### src/hw/nlc_macros.svh
`ifndef NLC_MACROS_SVH
`define NLC_MACROS_SVH

// Channel count of the ADC bank
`define NLC_NUM_CH 4

// Raw sample and corrected output width
`define NLC_ADC_W 21

// Fixed-point word width and its fraction bits
`define NLC_WORD_W 32
`define NLC_FRAC 8

// Polynomial order, coefficients c0 to c5
`define NLC_ORDER 5

// Registered stages in each multiplier
`define NLC_MUL_LAT 3

`endif
### src/hw/nlc_pkg.sv
`include "nlc_macros.svh"

package nlc_pkg;

	typedef logic signed [`NLC_ADC_W-1:0] sample_t;
	typedef logic signed [`NLC_WORD_W-1:0] word_t;
	typedef logic [$clog2(`NLC_NUM_CH)-1:0] ch_idx_t;
	typedef logic [2:0] order_t;

	// Coefficient bank selector, c0 to c5 are contiguous
	typedef enum logic [2:0] {
		SEL_NEG_MEAN = 3'd0,
		SEL_RECIP    = 3'd1,
		SEL_C0       = 3'd2,
		SEL_C1       = 3'd3,
		SEL_C2       = 3'd4,
		SEL_C3       = 3'd5,
		SEL_C4       = 3'd6,
		SEL_C5       = 3'd7
	} coeff_sel_t;

	// Travels with each Horner product
	typedef struct packed {
		ch_idx_t ch;
		order_t  step;
	} horner_tag_t;

	typedef sample_t sample_vec_t [`NLC_NUM_CH];

endpackage

### src/hw/nlc_coeff_bank.sv
`timescale 1ns/1ps
`include "nlc_macros.svh"

module nlc_coeff_bank (
	input  logic                 clk,
	input  logic                 rst,
	input  logic                 cfg_wr,
	input  nlc_pkg::ch_idx_t     cfg_ch,
	input  nlc_pkg::coeff_sel_t  cfg_sel,
	input  nlc_pkg::word_t       cfg_data,
	input  nlc_pkg::ch_idx_t     norm_rd_ch,
	input  nlc_pkg::ch_idx_t     coef_rd_ch,
	input  nlc_pkg::coeff_sel_t  coef_rd_sel,
	output nlc_pkg::word_t       neg_mean,
	output nlc_pkg::word_t       recip,
	output nlc_pkg::word_t       coef_data
);

	// Mean, reciprocal deviation and c0..c5 per channel
	localparam int NUM_SEL = `NLC_ORDER + 3;

	nlc_pkg::word_t regs [`NLC_NUM_CH][NUM_SEL];

	always_ff @(posedge clk) begin
		if (rst) begin
			for (int c = 0; c < `NLC_NUM_CH; c++) begin
				for (int s = 0; s < NUM_SEL; s++) begin
					regs[c][s] <= '0;
				end
			end
		end else if (cfg_wr) begin
			regs[cfg_ch][cfg_sel] <= cfg_data;
		end
	end

	// Normalizer port
	assign neg_mean = regs[norm_rd_ch][nlc_pkg::SEL_NEG_MEAN];
	assign recip    = regs[norm_rd_ch][nlc_pkg::SEL_RECIP];

	// Horner port, any selector
	assign coef_data = regs[coef_rd_ch][coef_rd_sel];

endmodule

### config.mk
export PLATFORM = sky130hd
export DESIGN_NAME = nlc_coeff_bank
export DESIGN_NICKNAME = d
export VERILOG_FILES = /design/src/hw/nlc_pkg.sv /design/src/hw/nlc_coeff_bank.sv
export VERILOG_INCLUDE_DIRS = /design/src /design/src/hw
export SDC_FILE = /design/constraint.sdc
export NUM_CORES = 1
export LEC_CHECK = 0
export BUFFER_PORTS_ARGS = -buffer_cell sky130_fd_sc_hd__buf_2
export CELL_PAD_IN_SITES_DETAIL_PLACEMENT = 0
export CELL_PAD_IN_SITES_GLOBAL_PLACEMENT = 1
export CORE_MARGIN = 3
export CORE_UTILIZATION = 53
export CTS_CLUSTER_SIZE = 16
export DETAILED_ROUTE_END_ITERATION = 6
export PLACE_DENSITY = 0.91
export SKIP_LAST_GASP = 1
export SLEW_MARGIN = 5
export SYNTH_ARGS = -nofsm -noshare
export SYNTH_HDL_FRONTEND = slang
export SYNTH_SLANG_ARGS = --single-unit
### constraint.sdc
create_clock -name clk -period 2.65 [get_ports clk]
set_input_delay 0.53 -clock clk [delete_from_list [all_inputs] [get_ports clk]]
set_output_delay 0.53 -clock clk [all_outputs]
set_load 0.02 [all_outputs]
==> flow_summary.json <==
{
  "drt_wl_total_um": 148000,
  "routabilityCongestion": 0.842,
  "required_ns": 2.12,
  "yosysSeqAreaShare_pct": 63.1,
  "grt_max_degree": 35,
  "wl_per_cell_um": 29.3,
  "root_buffer": "clkbuf_16",
  "yosys_warnings": 0,
  "fin_crit_ns": 2.69,
  "io_pins": 143,
  "slowest_stage": "nor3_2",
  "switchingPower_uw": 8970,
  "met2_usage_pct": 48.9,
  "nNetsFinal": 3844,
  "top_register": "regs",
  "die_area_um2": 95600,
  "pwr-share-clk_pct": 38.4,
  "min_path_type": "input pin to flop",
  "critPathLaunch": "coef_rd_sel[0]",
  "nFillCells": 6389,
  "switching_share_pct": 23.9,
  "vias": 31666,
  "setup_ws_ns": -0.0424,
  "p_seq_share_pct": 50.6,
  "synth_ff_type": "edfxtp_1",
  "leakage_uw": 0.0220,
  "cts_buffers": 104,
  "critPathTopFamily": "buffers and inverters",
  "synth-edff-count": 1024,
  "cp_num_buf_inv": 6,
  "dr.first_iter.drc_count": 4346,
  "fin_cells": 5058,
  "globalRouteMet1Util_pct": 40.9,
  "drv_slew": 0,
  "placementRows": 110,
  "synth_fp_nets": 3610,
  "yosysTopAreaCell": "edfxtp_1",
  "start_util_pct": 53.8,
  "p_comb_share_pct": 11.0,
  "timing_worst_setup_path_type": "input pin to output pin",
  "seq_area_um2": 30700,
  "syn_inst": 3563,
  "multiInputGateArea_um2": 17100,
  "ys_ff_latch": 1024,
  "cp-start-kind": "input pin",
  "htreeDepth": 3,
  "drc": 0,
  "dr.pass1.iters": 5,
  "cellPowerDensity_nw_per_um2": 652,
  "layout_common_cells": "1024 x and2_1, 1024 x edfxtp_1, 508 x mux2i_1, 211 x buf_4, 111 x clkbuf_16",
  "die_w_um": 309,
  "path_cells": "buf_6 > nor2b_4 > buf_4 > buf_12 > buf_4 > a22o_1 > nor3_2 > a31oi_1 > buf_4 > nand3_4 > buf_6",
  "clk_pin_slew_ns": 0.06,
  "cts_max_path_buffers": 3,
  "die_h_um": 309,
  "status": "finished with violations",
  "final_core_util_pct": 63.5,
  "cp.arrival_ns": 2.16,
  "drv_cap": 0,
  "synth_cell_types": 26,
  "tritoncts": "yes",
  "drive_above_1_share_pct": 21.4,
  "area_growth_pct": 18.1,
  "largest_reg_flops": 1024,
  "rsz0062_at_grt": "yes",
  "cts.sinks": 1024,
  "dp_cells": 4820,
  "yosys-top-cells-area": "edfxtp_1 63%, and2_1 13%, mux2i_1 11%, mux4_2 3.0%, clkbuf_1 1.8%",
  "port_buffers": 142,
  "vdd_drop_max_mv": 0.520,
  "grtUsageMet3_pct": 6.88,
  "ant_nets": 0,
  "grt_use_total_pct": 30.7,
  "hold_viol_final": 0,
  "holdCritStartpoint": "cfg_data[13]",
  "core_area_um2": 90600,
  "failed_checks": "negative setup slack",
  "intPower_uw": 28600,
  "top_regs": "regs x1024",
  "critPathCaptureType": "output pin",
  "cp_common_cell": "buf_4",
  "final_area_um2": 57500,
  "syn_area_um2": 48700,
  "busiest_layer": "met2",
  "maxSlewHeadroom_pct": 49.0,
  "ys_async_sr_fraction_pct": 0,
  "fmax_ghz": 0.371,
  "cts_hold_buffers": 0,
  "fin_crit_sh_pct": 102,
  "gr-total-overflow": 0,
  "antenna_found_initial": 14,
  "syn_avg_cell_area_um2": 13.7,
  "max_stage_delay_ns": 0.23,
  "path_max_fanout": 9,
  "viasPerCell": 6.26,
  "synth_top_area_share_pct": 63.1,
  "postPlaceCellArea_um2": 52700,
  "grt_pass1_wl_um": 213000,
  "grt_pass1_vias": 31734,
  "dp_hpwl_um": 89000,
  "setup_viol": 10,
  "worstMarginPinSlew_ns": 0.765
}
-- power groups by stage --
stage | Combinational (uW) | Clock (uW) | Sequential, uW
floorplan | 2070 | 0 | 19200
global placement | 3640 | 0 | 19200
detailed placement | 3680 | 0 | 19300
CTS | 3970 | 14500 | 19000
global route | 4290 | 15100 | 19100
finish | 4120 | 14400 | 19000
-- area by class of cell --
cell class                 count  area share (%)
antenna                        5          0.0218
clock buffer                 125            4.74
clock inverter                61            1.01
tap                         1176            2.56
sequential                  1024            53.5
multi-input combinational   2201            29.8
timing repair buffer         466            8.41
-- cells by family after synthesis --
group	Yosys count	share of synthesized area (%)
AND/OR/NAND/NOR	1337	16.1
flip-flops	1024	63.1
AO/OA/AOI/OAI	288	4.03
buffers and inverters	338	3.23
multiplexers	576	13.5
-- cells in the mapped netlist, types with 32 or more instances --
master / instances
nor2_1: 33
a31oi_1: 32
buf_2: 41
a22o_1: 64
mux2i_1: 512
buf_4: 32
nor3_1: 32
a22oi_1: 96
a21oi_1: 96
nand3_1: 98
mux4_2: 64
nand2_1: 104
clkbuf_1: 228
edfxtp_1: 1024
or2_2: 33
and2_1: 1025
-- layer usage --
metal	wire, um	up-vias	part of all wire (%)
li1	-	13391	-
met1	54700	15782	37
met2	69300	2113	47
met3	17700	378	12
met4	6340	2	4.3
met5	42	-	0.028
-- worst paths after layout --
path	to	slack, ns	depth (start not counted)
max	coef_data[21]	-0.04	11
min	regs[3][109]$_SDFFCE_PN0P_	0.47	2
-- timing repair --
item	in CTS	in global routing
setup buffers	28	16
setup endpoints to repair	32	32
cloned	8	5
pin swaps	31	34
resized for setup	142	53
-- through the flow --
stage	total power [uW]	setup TNS (ns)	hold slack [ns]	setup slack, ns
floorplan	21300	0	0.728	0.386
global placement	22900	-4.13	1.14	-0.262
detailed placement	23000	-4.87	1.15	-0.298
CTS	37400	-0.279	0.440	-0.0467
global route	38500	-0.712	0.503	-0.114
finish	37500	-0.133	0.474	-0.0424
(Power assumes the default switching activity.)
