### src/hw/nlc_macros.svh
`ifndef NLC_MACROS_SVH
`define NLC_MACROS_SVH

// Channel count of the ADC bank
`define NLC_NUM_CH 4

// Raw sample and corrected output width
`define NLC_ADC_W 21

// Fixed-point word width and its fraction bits
`define NLC_WORD_W 32
`define NLC_FRAC 8

// Polynomial order, coefficients c0 to c5
`define NLC_ORDER 5

// Registered stages in each multiplier
`define NLC_MUL_LAT 3

`endif
### src/hw/nlc_pkg.sv
`include "nlc_macros.svh"

package nlc_pkg;

	typedef logic signed [`NLC_ADC_W-1:0] sample_t;
	typedef logic signed [`NLC_WORD_W-1:0] word_t;
	typedef logic [$clog2(`NLC_NUM_CH)-1:0] ch_idx_t;
	typedef logic [2:0] order_t;

	// Coefficient bank selector, c0 to c5 are contiguous
	typedef enum logic [2:0] {
		SEL_NEG_MEAN = 3'd0,
		SEL_RECIP    = 3'd1,
		SEL_C0       = 3'd2,
		SEL_C1       = 3'd3,
		SEL_C2       = 3'd4,
		SEL_C3       = 3'd5,
		SEL_C4       = 3'd6,
		SEL_C5       = 3'd7
	} coeff_sel_t;

	// Travels with each Horner product
	typedef struct packed {
		ch_idx_t ch;
		order_t  step;
	} horner_tag_t;

	typedef sample_t sample_vec_t [`NLC_NUM_CH];

endpackage

### src/hw/nlc_normalizer.sv
`timescale 1ns/1ps
`include "nlc_macros.svh"

module nlc_normalizer (
	input  logic                 clk,
	input  logic                 rst,
	input  logic                 srdyi,
	input  nlc_pkg::sample_vec_t x_adc,
	input  logic                 engine_busy,
	input  nlc_pkg::word_t       neg_mean,
	input  nlc_pkg::word_t       recip,
	output nlc_pkg::ch_idx_t     norm_rd_ch,
	output nlc_pkg::word_t       norm_vec [`NLC_NUM_CH],
	output logic                 norm_done
);

	localparam nlc_pkg::ch_idx_t LAST_CH = nlc_pkg::ch_idx_t'(`NLC_NUM_CH - 1);

	logic                 busy;
	logic                 issuing;
	logic                 accept;
	nlc_pkg::ch_idx_t     issue_ch;
	nlc_pkg::sample_vec_t x_q;
	nlc_pkg::word_t       conv_word;
	nlc_pkg::word_t       sum_word;

	logic                 mul_valid;
	nlc_pkg::word_t       mul_p;
	nlc_pkg::ch_idx_t     mul_tag;

	// New samples only when the whole datapath is free
	assign accept = srdyi && !busy && !engine_busy;

	always_ff @(posedge clk) begin
		if (accept) begin
			x_q <= x_adc;
		end
	end

	always_ff @(posedge clk) begin
		if (rst) begin
			busy      <= 1'b0;
			issuing   <= 1'b0;
			issue_ch  <= '0;
			norm_done <= 1'b0;
		end else begin
			norm_done <= mul_valid && (mul_tag == LAST_CH);
			if (accept) begin
				busy     <= 1'b1;
				issuing  <= 1'b1;
				issue_ch <= '0;
			end else if (issuing) begin
				if (issue_ch == LAST_CH) begin
					issuing  <= 1'b0;
					issue_ch <= '0;
				end else begin
					issue_ch <= issue_ch + 1'b1;
				end
			end
			if (norm_done) begin
				busy <= 1'b0;
			end
		end
	end

	// Sample to fixed point, plus the channel's negative mean
	assign conv_word  = nlc_pkg::word_t'(x_q[issue_ch]) <<< `NLC_FRAC;
	assign sum_word   = conv_word + neg_mean;
	assign norm_rd_ch = issue_ch;

	nlc_mul_pipe #(
		.tag_t(nlc_pkg::ch_idx_t)
	) mul_pipe_inst (
		.clk      (clk),
		.rst      (rst),
		.in_valid (issuing),
		.a        (sum_word),
		.b        (recip),
		.in_tag   (issue_ch),
		.out_valid(mul_valid),
		.p        (mul_p),
		.out_tag  (mul_tag)
	);

	// Tag says where the product belongs
	always_ff @(posedge clk) begin
		if (mul_valid) begin
			norm_vec[mul_tag] <= mul_p;
		end
	end

endmodule

### src/hw/nlc_mul_pipe.sv
`timescale 1ns/1ps
`include "nlc_macros.svh"

module nlc_mul_pipe #(
	parameter type tag_t = nlc_pkg::ch_idx_t
) (
	input  logic           clk,
	input  logic           rst,
	input  logic           in_valid,
	input  nlc_pkg::word_t a,
	input  nlc_pkg::word_t b,
	input  tag_t           in_tag,
	output logic           out_valid,
	output nlc_pkg::word_t p,
	output tag_t           out_tag
);

	localparam int LAT = `NLC_MUL_LAT;
	localparam int W   = `NLC_WORD_W;

	logic signed [2*W-1:0] full_prod;
	logic signed [2*W-1:0] scaled_prod;

	logic [LAT-1:0] valid_q;
	nlc_pkg::word_t prod_q [LAT];
	tag_t           tag_q  [LAT];

	// Full product, then drop the extra fraction bits
	assign full_prod   = a * b;
	assign scaled_prod = full_prod >>> `NLC_FRAC;

	always_ff @(posedge clk) begin
		if (rst) begin
			valid_q <= '0;
		end else begin
			valid_q[0] <= in_valid;
			for (int i = 1; i < LAT; i++) begin
				valid_q[i] <= valid_q[i-1];
			end
		end
	end

	always_ff @(posedge clk) begin
		prod_q[0] <= scaled_prod[W-1:0];
		tag_q[0]  <= in_tag;
		for (int i = 1; i < LAT; i++) begin
			prod_q[i] <= prod_q[i-1];
			tag_q[i]  <= tag_q[i-1];
		end
	end

	assign out_valid = valid_q[LAT-1];
	assign p         = prod_q[LAT-1];
	assign out_tag   = tag_q[LAT-1];

endmodule

### config.mk
export PLATFORM = sky130hd
export DESIGN_NAME = nlc_normalizer
export DESIGN_NICKNAME = d
export VERILOG_FILES = /design/src/hw/nlc_pkg.sv /design/src/hw/nlc_normalizer.sv /design/src/hw/nlc_mul_pipe.sv
export VERILOG_INCLUDE_DIRS = /design/src /design/src/hw
export SDC_FILE = /design/constraint.sdc
export NUM_CORES = 2
export LEC_CHECK = 0
export BUFFER_PORTS_ARGS = -buffer_cell sky130_fd_sc_hd__buf_4
export CAP_MARGIN = 20
export CELL_PAD_IN_SITES_DETAIL_PLACEMENT = 1
export CELL_PAD_IN_SITES_GLOBAL_PLACEMENT = 2
export CORE_ASPECT_RATIO = 0.9
export CORE_MARGIN = 4
export CORE_UTILIZATION = 38
export DETAILED_ROUTE_END_ITERATION = 6
export PLACE_DENSITY = 0.87
export SLEW_MARGIN = 0
export SYNTH_ARGS = -nofsm -noshare
export SYNTH_HDL_FRONTEND = slang
export SYNTH_SLANG_ARGS = --single-unit
### constraint.sdc
create_clock -name clk -period 10.8 [get_ports clk]
set_input_delay 2.16 -clock clk [delete_from_list [all_inputs] [get_ports clk]]
set_output_delay 2.16 -clock clk [all_outputs]
set_load 0.01 [all_outputs]
==> impl_metrics.tcl <==
set metrics [dict create \
    drt_iter0_markers 1038 \
    dieWidth_um 321 \
    mappedNetlistNets 4008 \
    grt_pass1_vias 26000 \
    grt_max_degree 88 \
    synth.avg_cell_area_um2 11.0 \
    synthArstFlopShare_pct 0 \
    ys_ff_latch 322 \
    syn_to_final_growth_pct 18.5 \
    firstDrtPassIters 5 \
    place_congestion 0.879 \
    min_from "mul_pipe_inst.prod_q[0][57]" \
    crit_required_ps 11250 \
    path_depth 33 \
    num_rows 102 \
    slew_violations 0 \
    ctsHoldBuffers 0 \
    path_class "input port to flop" \
    synth_seq_area_share_pct 25.6 \
    num_io_pins 283 \
    period_needed_ps 10410 \
    reg2reg_from "norm_rd_ch[0]" \
    wl_per_cell_um 21.0 \
    critPathBufInv 4 \
    layout_commonest_cell "inv_1" \
    portBuffers 282 \
    grt_pass1_wl_um 150000 \
    yosysTopAreaCell "fa_1" \
    antenna_left 0 \
    grt_overflow 0 \
    layout_common_cells "669 x inv_1, 639 x fa_1, 466 x buf_4" \
    yosys_warnings 0 \
    clock_sinks 322 \
    whs_path_depth 0 \
    multi_input_area_um2 22000 \
    cts_max_level 2 \
    coreArea_um2 86700 \
    slew-limit-headroom_pct 54.5 \
    clockRootBuffer "clkbuf_16" \
    worstSetupStartpointType "input port" \
    crit_path_end_kind "flop" \
    reg2reg_slack_ps 760 \
    layout_setup_ws_ps 391 \
    synth_area_leaders "fa_1 38%, edfxtp_1 19%, inv_1 7.5%" \
    fin_area_um2 39700 \
    via_count 22300 \
    critPathArrivalTime_ps 10860 \
    min_to "mul_pipe_inst.prod_q[0][89]" \
    start_util_pct 38.6 \
    post-place-ws_ps -657 \
    path_max_fanout 8 \
    synth_area_um2 33500 \
    yosysTopAreaCellShare_pct 38.4 \
    postPlaceCellArea_um2 38200 \
    cts_tree "built" \
    r2r-end "mul_pipe_inst.prod_q[0][31]" \
    antenna_found_initial 6 \
    skew_ps 31.5 \
    drc 0 \
    fmax_mhz 96.1 \
    layout.nets 4390 \
    crit_slowest_cell "fa_1" \
    chipHeight_um 290 \
    holdWs_ps 294 \
    hold_viol 0 \
    rsz0062_at_grt "false" \
    setup-violations-final 0 \
    grtUsageTotal_pct 21.4 \
    wirelength_um 96400 \
    cts_made_buffers 37 \
    clock_latency_ps 580 \
    max_stage_delay_ps 570 \
    dp.cells 4519 \
    ys_types 71 \
    reg2regPathDepth 33 \
    dp_hpwl_um 76900 \
    synth_ff_type "edfxtp_1" \
    cap_violations 0 \
    synth_edf_count 212 \
    drive_above_1_share_pct 17.7 \
    cp_top_family "adder cells" \
    dieArea_um2 92900 \
    clk_pin_slew_ps 70 \
    vias_per_cell 4.85 \
    regArea_um2 8570 \
    fillerInstances 9451 \
    synthCells 3034 \
    max_slew.worst_pin.slew_ps 680 \
    final_cells 4589 \
    clock_path_buffers 3 \
    timing.final.crit_share_pct 96.4 \
    outcome "complete, no violations" \
    hold_path_class "flop to flop" \
    path_common_cell "fa_1" \
]
==> per-stage QoR <==
stage | util, % | TNS (ps)
2_1_floorplan | - | 0
3_3_place_gp | 44.1 | -821
3_5_place_dp | 44.1 | -2230
4_1_cts | 45.7 | 0
5_1_grt | 45.8 | 0
6_report | 45.8 | 0
==> cells in the mapped netlist (4+ instances only) <==
cell	count
ha_1	179
nor2b_1	18
dfxtp_1	110
nand2b_1	32
and2_1	370
clkbuf_1	129
xor2_1	18
a21oi_1	31
and3_1	17
o21a_1	9
a21oi_2	4
nor2_1	29
nand2_1	329
buf_1	4
nor3_1	11
xnor2_1	58
fa_1	643
a21o_1	21
and4_1	5
xnor3_1	8
o21bai_1	8
mux4_2	21
edfxtp_1	212
inv_1	670
nor3b_1	4
o21ai_0	11
nand3b_1	5
nand3_1	12
nand4_1	6
==> worst max path at each step <==
stage,endpoint,slack [ps],startpoint
after floorplan,mul_pipe_inst.prod_q[0][31],4,neg_mean[8]
after global placement,mul_pipe_inst.prod_q[0][31],-500,neg_mean[8]
after detailed placement,mul_pipe_inst.prod_q[0][31],-660,neg_mean[9]
after CTS,mul_pipe_inst.prod_q[0][31],100,neg_mean[8]
after global routing,mul_pipe_inst.prod_q[0][31],10,neg_mean[8]
final,mul_pipe_inst.prod_q[0][31],390,neg_mean[17]
==> what timing repair did <==
action | CTS | global route
pin swaps | 5 | 22
gates cloned | 0 | 0
buffers inserted | 1 | 0
setup endpoints to repair | 1 | 6
resized for setup | 5 | 16
==> metal layers <==
layer,vias up,global-route usage (%),share of wire [%]
li1,9833,-,-
met1,11700,26.4,41
met2,544,38.3,50
met3,187,3.36,4.8
met4,0,7.60,3.8
met5,-,0,0
==> sequential cells by signal, indices dropped and copies added, names as in the netlist <==
name                   count
busy                       1
issuing                    1
mul_pipe_inst.prod_q      96
mul_pipe_inst.tag_q        6
mul_pipe_inst.valid_q      3
norm_done                  1
norm_rd_ch                 2
norm_vec                 128
x_q                       84
==> cells by family (layout without fill, tap and decap cells) <==
logic type	after synthesis	in the layout	synth area share (%)
multiplexers	23	23	1.47
AND/OR/NAND/NOR	849	849	13.3
buffers and inverters	807	1217	9.09
XOR/XNOR	86	86	2.65
AO/OA/AOI/OAI	125	125	2.75
other	0	1	0
adder cells (fa/ha/maj)	822	822	45.1
flip-flops	322	322	25.6
==> final cells by class <==
| cell class | count | share of cell area (%) |
|---|---|---|
| Tap cell | 1144 | 3.61 |
| Sequential cell | 322 | 21.6 |
| Antenna cell | 1 | 0.00631 |
| Timing Repair Buffer | 480 | 9.54 |
| Inverter | 670 | 6.34 |
| Clock inverter | 23 | 0.801 |
| Multi-Input combinational cell | 1905 | 55.5 |
| Clock buffer | 44 | 2.56 |
==> worst register-to-register path: cells and delay by family, from the launching register on <==
| family | cells | cell delay [ps] |
|---|---|---|
| xor+xnor | 2 | 660 |
| flops | 1 | 400 |
| fa+ha+maj | 10 | 4750 |
| simple gates | 3 | 350 |
| buf+inv | 7 | 1220 |
| mux | 1 | 610 |
| compound gates | 10 | 1920 |
Power is left out: the tool's default activity adds up to more than one toggle a clock period on the data nets, which glitch-free logic cannot reach.
