==> src/hw/nlc_macros.svh <==
`ifndef NLC_MACROS_SVH
`define NLC_MACROS_SVH

// Channel count of the ADC bank
`define NLC_NUM_CH 4

// Raw sample and corrected output width
`define NLC_ADC_W 21

// Fixed-point word width and its fraction bits
`define NLC_WORD_W 32
`define NLC_FRAC 8

// Polynomial order, coefficients c0 to c5
`define NLC_ORDER 5

// Registered stages in each multiplier
`define NLC_MUL_LAT 3

`endif
==> src/hw/nlc_pkg.sv <==
`include "nlc_macros.svh"

package nlc_pkg;

	typedef logic signed [`NLC_ADC_W-1:0] sample_t;
	typedef logic signed [`NLC_WORD_W-1:0] word_t;
	typedef logic [$clog2(`NLC_NUM_CH)-1:0] ch_idx_t;
	typedef logic [2:0] order_t;

	// Coefficient bank selector, c0 to c5 are contiguous
	typedef enum logic [2:0] {
		SEL_NEG_MEAN = 3'd0,
		SEL_RECIP    = 3'd1,
		SEL_C0       = 3'd2,
		SEL_C1       = 3'd3,
		SEL_C2       = 3'd4,
		SEL_C3       = 3'd5,
		SEL_C4       = 3'd6,
		SEL_C5       = 3'd7
	} coeff_sel_t;

	// Travels with each Horner product
	typedef struct packed {
		ch_idx_t ch;
		order_t  step;
	} horner_tag_t;

	typedef sample_t sample_vec_t [`NLC_NUM_CH];

endpackage

==> src/hw/nlc_horner_engine.sv <==
`timescale 1ns/1ps
`include "nlc_macros.svh"

module nlc_horner_engine (
	input  logic                 clk,
	input  logic                 rst,
	input  logic                 norm_done,
	input  nlc_pkg::word_t       norm_vec [`NLC_NUM_CH],
	input  nlc_pkg::word_t       coef_data,
	output nlc_pkg::ch_idx_t     coef_rd_ch,
	output nlc_pkg::coeff_sel_t  coef_rd_sel,
	output logic                 engine_busy,
	output nlc_pkg::sample_vec_t x_lin,
	output logic                 srdyo
);

	localparam int N = `NLC_NUM_CH;
	localparam nlc_pkg::ch_idx_t LAST_CH = nlc_pkg::ch_idx_t'(N - 1);
	localparam nlc_pkg::order_t FIRST_STEP = nlc_pkg::order_t'(`NLC_ORDER - 1);

	typedef enum logic [1:0] {
		ST_IDLE,
		ST_LOAD,
		ST_RUN,
		ST_CONV
	} state_t;

	state_t                state;
	nlc_pkg::ch_idx_t      ld_ch;
	nlc_pkg::ch_idx_t      rr_ch;
	nlc_pkg::order_t       step [N];
	logic [N-1:0]          pending;
	logic [N-1:0]          done;
	nlc_pkg::word_t        acc [N];

	logic                  issue;
	nlc_pkg::horner_tag_t  issue_tag;
	logic                  ret_valid;
	nlc_pkg::word_t        ret_p;
	nlc_pkg::horner_tag_t  ret_tag;

	function automatic nlc_pkg::sample_t to_sample(input nlc_pkg::word_t w);
		nlc_pkg::word_t shifted;
		shifted = w >>> `NLC_FRAC;
		return shifted[`NLC_ADC_W-1:0];
	endfunction

	// A channel with a product in flight has to wait its turn
	assign issue = (state == ST_RUN) && !pending[rr_ch] && !done[rr_ch];

	always_comb begin
		issue_tag.ch   = rr_ch;
		issue_tag.step = step[rr_ch];
	end

	assign engine_busy = (state != ST_IDLE);

	// c5 during load, otherwise the coefficient of the returning product
	always_comb begin
		if (state == ST_LOAD) begin
			coef_rd_ch  = ld_ch;
			coef_rd_sel = nlc_pkg::SEL_C5;
		end else begin
			coef_rd_ch  = ret_tag.ch;
			coef_rd_sel = nlc_pkg::coeff_sel_t'(nlc_pkg::SEL_C0 + ret_tag.step);
		end
	end

	nlc_mul_pipe #(
		.tag_t(nlc_pkg::horner_tag_t)
	) mul_pipe_inst (
		.clk      (clk),
		.rst      (rst),
		.in_valid (issue),
		.a        (acc[rr_ch]),
		.b        (norm_vec[rr_ch]),
		.in_tag   (issue_tag),
		.out_valid(ret_valid),
		.p        (ret_p),
		.out_tag  (ret_tag)
	);

	always_ff @(posedge clk) begin
		if (rst) begin
			state   <= ST_IDLE;
			ld_ch   <= '0;
			rr_ch   <= '0;
			pending <= '0;
			done    <= '0;
			srdyo   <= 1'b0;
			for (int c = 0; c < N; c++) begin
				step[c]  <= '0;
				x_lin[c] <= '0;
			end
		end else begin
			srdyo <= 1'b0;
			case (state)
				ST_IDLE: begin
					if (norm_done) begin
						state   <= ST_LOAD;
						ld_ch   <= '0;
						pending <= '0;
						done    <= '0;
						for (int c = 0; c < N; c++) begin
							step[c] <= FIRST_STEP;
						end
					end
				end
				ST_LOAD: begin
					ld_ch <= ld_ch + 1'b1;
					if (ld_ch == LAST_CH) begin
						state <= ST_RUN;
						rr_ch <= '0;
					end
				end
				ST_RUN: begin
					rr_ch <= (rr_ch == LAST_CH) ? '0 : rr_ch + 1'b1;
					if (issue) begin
						pending[rr_ch] <= 1'b1;
					end
					if (ret_valid) begin
						pending[ret_tag.ch] <= 1'b0;
						if (ret_tag.step == '0) begin
							done[ret_tag.ch] <= 1'b1;
						end else begin
							step[ret_tag.ch] <= ret_tag.step - 1'b1;
						end
					end
					if (&done) begin
						state <= ST_CONV;
					end
				end
				ST_CONV: begin
					for (int c = 0; c < N; c++) begin
						x_lin[c] <= to_sample(acc[c]);
					end
					srdyo <= 1'b1;
					state <= ST_IDLE;
				end
				default: state <= ST_IDLE;
			endcase
		end
	end

	// acc = acc * x + ck, the add sits on the multiplier output
	always_ff @(posedge clk) begin
		if (state == ST_LOAD) begin
			acc[ld_ch] <= coef_data;
		end else if (ret_valid) begin
			acc[ret_tag.ch] <= ret_p + coef_data;
		end
	end

endmodule

==> src/hw/nlc_mul_pipe.sv <==
`timescale 1ns/1ps
`include "nlc_macros.svh"

module nlc_mul_pipe #(
	parameter type tag_t = nlc_pkg::ch_idx_t
) (
	input  logic           clk,
	input  logic           rst,
	input  logic           in_valid,
	input  nlc_pkg::word_t a,
	input  nlc_pkg::word_t b,
	input  tag_t           in_tag,
	output logic           out_valid,
	output nlc_pkg::word_t p,
	output tag_t           out_tag
);

	localparam int LAT = `NLC_MUL_LAT;
	localparam int W   = `NLC_WORD_W;

	logic signed [2*W-1:0] full_prod;
	logic signed [2*W-1:0] scaled_prod;

	logic [LAT-1:0] valid_q;
	nlc_pkg::word_t prod_q [LAT];
	tag_t           tag_q  [LAT];

	// Full product, then drop the extra fraction bits
	assign full_prod   = a * b;
	assign scaled_prod = full_prod >>> `NLC_FRAC;

	always_ff @(posedge clk) begin
		if (rst) begin
			valid_q <= '0;
		end else begin
			valid_q[0] <= in_valid;
			for (int i = 1; i < LAT; i++) begin
				valid_q[i] <= valid_q[i-1];
			end
		end
	end

	always_ff @(posedge clk) begin
		prod_q[0] <= scaled_prod[W-1:0];
		tag_q[0]  <= in_tag;
		for (int i = 1; i < LAT; i++) begin
			prod_q[i] <= prod_q[i-1];
			tag_q[i]  <= tag_q[i-1];
		end
	end

	assign out_valid = valid_q[LAT-1];
	assign p         = prod_q[LAT-1];
	assign out_tag   = tag_q[LAT-1];

endmodule

==> config.mk <==
export PLATFORM = sky130hd
export DESIGN_NAME = nlc_horner_engine
export DESIGN_NICKNAME = d
export VERILOG_FILES = /design/src/hw/nlc_pkg.sv /design/src/hw/nlc_horner_engine.sv /design/src/hw/nlc_mul_pipe.sv
export VERILOG_INCLUDE_DIRS = /design/src /design/src/hw
export SDC_FILE = /design/constraint.sdc
export NUM_CORES = 2
export LEC_CHECK = 0
export BUFFER_PORTS_ARGS = -buffer_cell sky130_fd_sc_hd__buf_2
export CORE_MARGIN = 1
export CORE_UTILIZATION = 40
export CTS_CLUSTER_SIZE = 20
export DETAILED_ROUTE_END_ITERATION = 16
export HOLD_SLACK_MARGIN = 0.03
export PLACE_DENSITY = 0.65
export REMOVE_ABC_BUFFERS = 1
export SLEW_MARGIN = 30
export SYNTH_ARGS = -nofsm -noshare
export SYNTH_HDL_FRONTEND = slang
export SYNTH_SLANG_ARGS = --single-unit
==> constraint.sdc <==
create_clock -name clk -period 17.8 [get_ports clk]
set_input_delay 0.89 -clock clk [delete_from_list [all_inputs] [get_ports clk]]
set_output_delay 0.89 -clock clk [all_outputs]
set_load 0.01 [all_outputs]
==> flow_metrics.env <==
export IMPL_hpwlAfterDp_um=87000
export IMPL_finalNonFillerCells=5192
export IMPL_r2r_cells=28
export IMPL_postCtsHoldBufs=0
export IMPL_fmax_ghz=0.107
export IMPL_critPathKind="register to register"
export IMPL_ant_nets=0
export IMPL_postCtsSetupBuffers=0
export IMPL_ys_types=68
export IMPL_wl_per_cell_um=21.8
export IMPL_drtPass1Iterations=5
export IMPL_dieHeight_um=306
export IMPL_synth_seq_area_share_pct=23.1
export IMPL_drt_first_iter_violations=2324
export IMPL_worstPathArrival_ps=9780
export IMPL_cts_repair_resize_count=0
export IMPL_path_clk_slew_ps=70
export IMPL_rsz0062_at_grt="false"
export IMPL_crit_end="mul_pipe_inst.prod_q[0][24]$_DFF_P_"
export IMPL_cts_tree="built"
export IMPL_io_buffers=253
export IMPL_coreArea_um2=90700
export IMPL_syn_avg_cell_area_um2=9.74
export IMPL_drcViolationCount=0
export IMPL_cpMostUsedCell="fa_1"
export IMPL_root_buffer="clkbuf_16"
export IMPL_yosys_warnings=0
export IMPL_worstSkewPairLatency_ps=540
export IMPL_vias_per_cell=5.22
export IMPL_period_share_pct=52.6
export IMPL_place_gp_congestion=0.973
export IMPL_cp_slowest_cell="dfxtp_4"
export IMPL_grt_pass1_vias=28417
export IMPL_hold_class="register to register"
export IMPL_syn_area_um2=36900
export IMPL_finalHoldViolCount=0
export IMPL_grt_max_degree=67
export IMPL_cts_made_buffers=35
export IMPL_htree_levels=2
export IMPL_antenna_found_initial=6
export IMPL_yosys_register_bits=355
export IMPL_area_growth_pct=11.3
export IMPL_synth_edff_count=140
export IMPL_worst_path_max_fanout=33
export IMPL_r2r_setup_slack_ps=8430
export IMPL_synth_cells=3787
export IMPL_layout_nets=4988
export IMPL_critPathCaptureType="register"
export IMPL_final_cell_mix="inv_1 (696), fa_1 (643), nor2_1 (578)"
export IMPL_status="completed"
export IMPL_synth_ff_type="dfxtp_1"
export IMPL_fp_row_count=110
export IMPL_final_common_cell="inv_1"
export IMPL_initial_utilization_pct=40.7
export IMPL_die_w_um=306
export IMPL_slew_headroom_pct=23.7
export IMPL_worst_pin_slew_ps=1140
export IMPL_clock_sinks=355
export IMPL_critPathMaxStageDelay_ps=700
export IMPL_die_area_um2=93400
export IMPL_grtUsageTotal_pct=24.7
export IMPL_ios=254
export IMPL_cp_start_kind="register"
export IMPL_finalMaxSlewViolations=0
export IMPL_grt_overflow_total=0
export IMPL_routed_wl_um=113000
export IMPL_vias=27086
export IMPL_period_needed_ps=9370
export IMPL_drive_gt1_share_pct=13.1
export IMPL_fin_skew_ps=21.4
export IMPL_setup_violations=0
export IMPL_final_core_utilization_pct=45.3
export IMPL_cap_violations=0
export IMPL_regToRegEndpoint="mul_pipe_inst.prod_q[0][24]$_DFF_P_"
export IMPL_critical_path_required_ps=18220
export IMPL_grt_pass1_wl_um=173000
export IMPL_place_inst=5123
export IMPL_whs_path_depth=0
export IMPL_timing_setup_tns_ps=0
export IMPL_async_flop_share_pct=0
export IMPL_clock_path_buffers=3
==> synth_stat cells, types with 56 or more instances <==
cell / count / area share (%)
fa_1: 643 / 35
nor2_1: 578 / 5.9
xnor2_1: 73 / 1.7
clkbuf_1: 141 / 1.4
mux2i_1: 153 / 4.2
dfxtp_1: 215 / 12
ha_1: 197 / 6.7
inv_1: 696 / 7.1
o21ai_0: 68 / 0.92
nand2_1: 365 / 3.7
edfxtp_1: 140 / 11
mux2_2: 59 / 1.8
a21oi_1: 56 / 0.76
==> final cells by class <==
cell class	count	area, um^2
Fill cell	8538	49600
Multi-Input combinational cell	2569	25300
Sequential cell	355	8520
Inverter	696	2610
Timing Repair Buffer	328	1880
Tap cell	1176	1470
Clock buffer	48	1030
Clock inverter	16	218
Antenna cell	4	10.0
==> state kept, by name, indices dropped and copies added (netlist names), named ones only <==
register               count
acc                      128
mul_pipe_inst.prod_q      96
x_lin                     84
mul_pipe_inst.tag_q       15
step                      12
done                       4
pending                    4
mul_pipe_inst.valid_q      3
ld_ch                      2
rr_ch                      2
state                      2
srdyo                      1
==> logic make-up (layout without fill, tap and decap cells) <==
kind of cell               count (synthesis)  count (layout)  synth area share, %
other                                      0               4                    0
and+or+nand+nor                         1105            1105                 12.3
adders and majority gates                840             840                 41.6
buffers and inverters                    863            1088                 8.85
xor gates and xnor gates                  96              96                 2.28
AOI/OAI and AO/OA                        304             304                 5.22
muxes                                    224             224                 6.67
DFF                                      355             355                 23.1
==> through the flow <==
| step | cell area (um^2) | hold slack (ps) | setup WS [ps] |
|---|---|---|---|
| 2_1_floorplan | 36200 | 310 | 7600 |
| 5_1_grt | 41100 | 316 | 8000 |
| 4_1_cts | 41000 | 310 | 8430 |
| 3_3_place_gp | 39700 | 310 | 8260 |
| 6_report | 41100 | 314 | 8430 |
| 3_5_place_dp | 39800 | 312 | 8470 |
==> critical path: cells and delay by family (launching register included) <==
kind            cells  cell delay (ps)
fa+ha+maj           9             4240
compound gates      9             2330
buf+inv             6              840
flops               1              700
simple gates        2              540
mux                 1              440
xor+xnor            1              140
==> metal layers <==
| layer | vias to the layer above | routed length [um] | track usage, % |
|---|---|---|---|
| met4 | 8 | 5840 | 11.5 |
| met2 | 1359 | 50300 | 38.5 |
| met3 | 277 | 11700 | 6.41 |
| li1 | 12023 | - | - |
| met5 | - | 37 | 0 |
| met1 | 13419 | 45400 | 32.0 |
==> how the worst min path moves through the flow <==
stage                                             start                                  end  slack [ps]
CTS                 mul_pipe_inst.prod_q[0][21]$_DFF_P_  mul_pipe_inst.prod_q[0][53]$_DFF_P_         310
global route        mul_pipe_inst.prod_q[0][54]$_DFF_P_  mul_pipe_inst.prod_q[0][86]$_DFF_P_         320
detailed placement  mul_pipe_inst.prod_q[0][14]$_DFF_P_  mul_pipe_inst.prod_q[0][46]$_DFF_P_         310
finish              mul_pipe_inst.prod_q[0][21]$_DFF_P_  mul_pipe_inst.prod_q[0][53]$_DFF_P_         310
global placement    mul_pipe_inst.prod_q[0][55]$_DFF_P_  mul_pipe_inst.prod_q[0][87]$_DFF_P_         310
floorplan            mul_pipe_inst.prod_q[0][0]$_DFF_P_  mul_pipe_inst.prod_q[0][32]$_DFF_P_         310
Power is left out: the tool's default activity adds up to more than one toggle a clock period on the data nets, which glitch-free logic cannot reach.
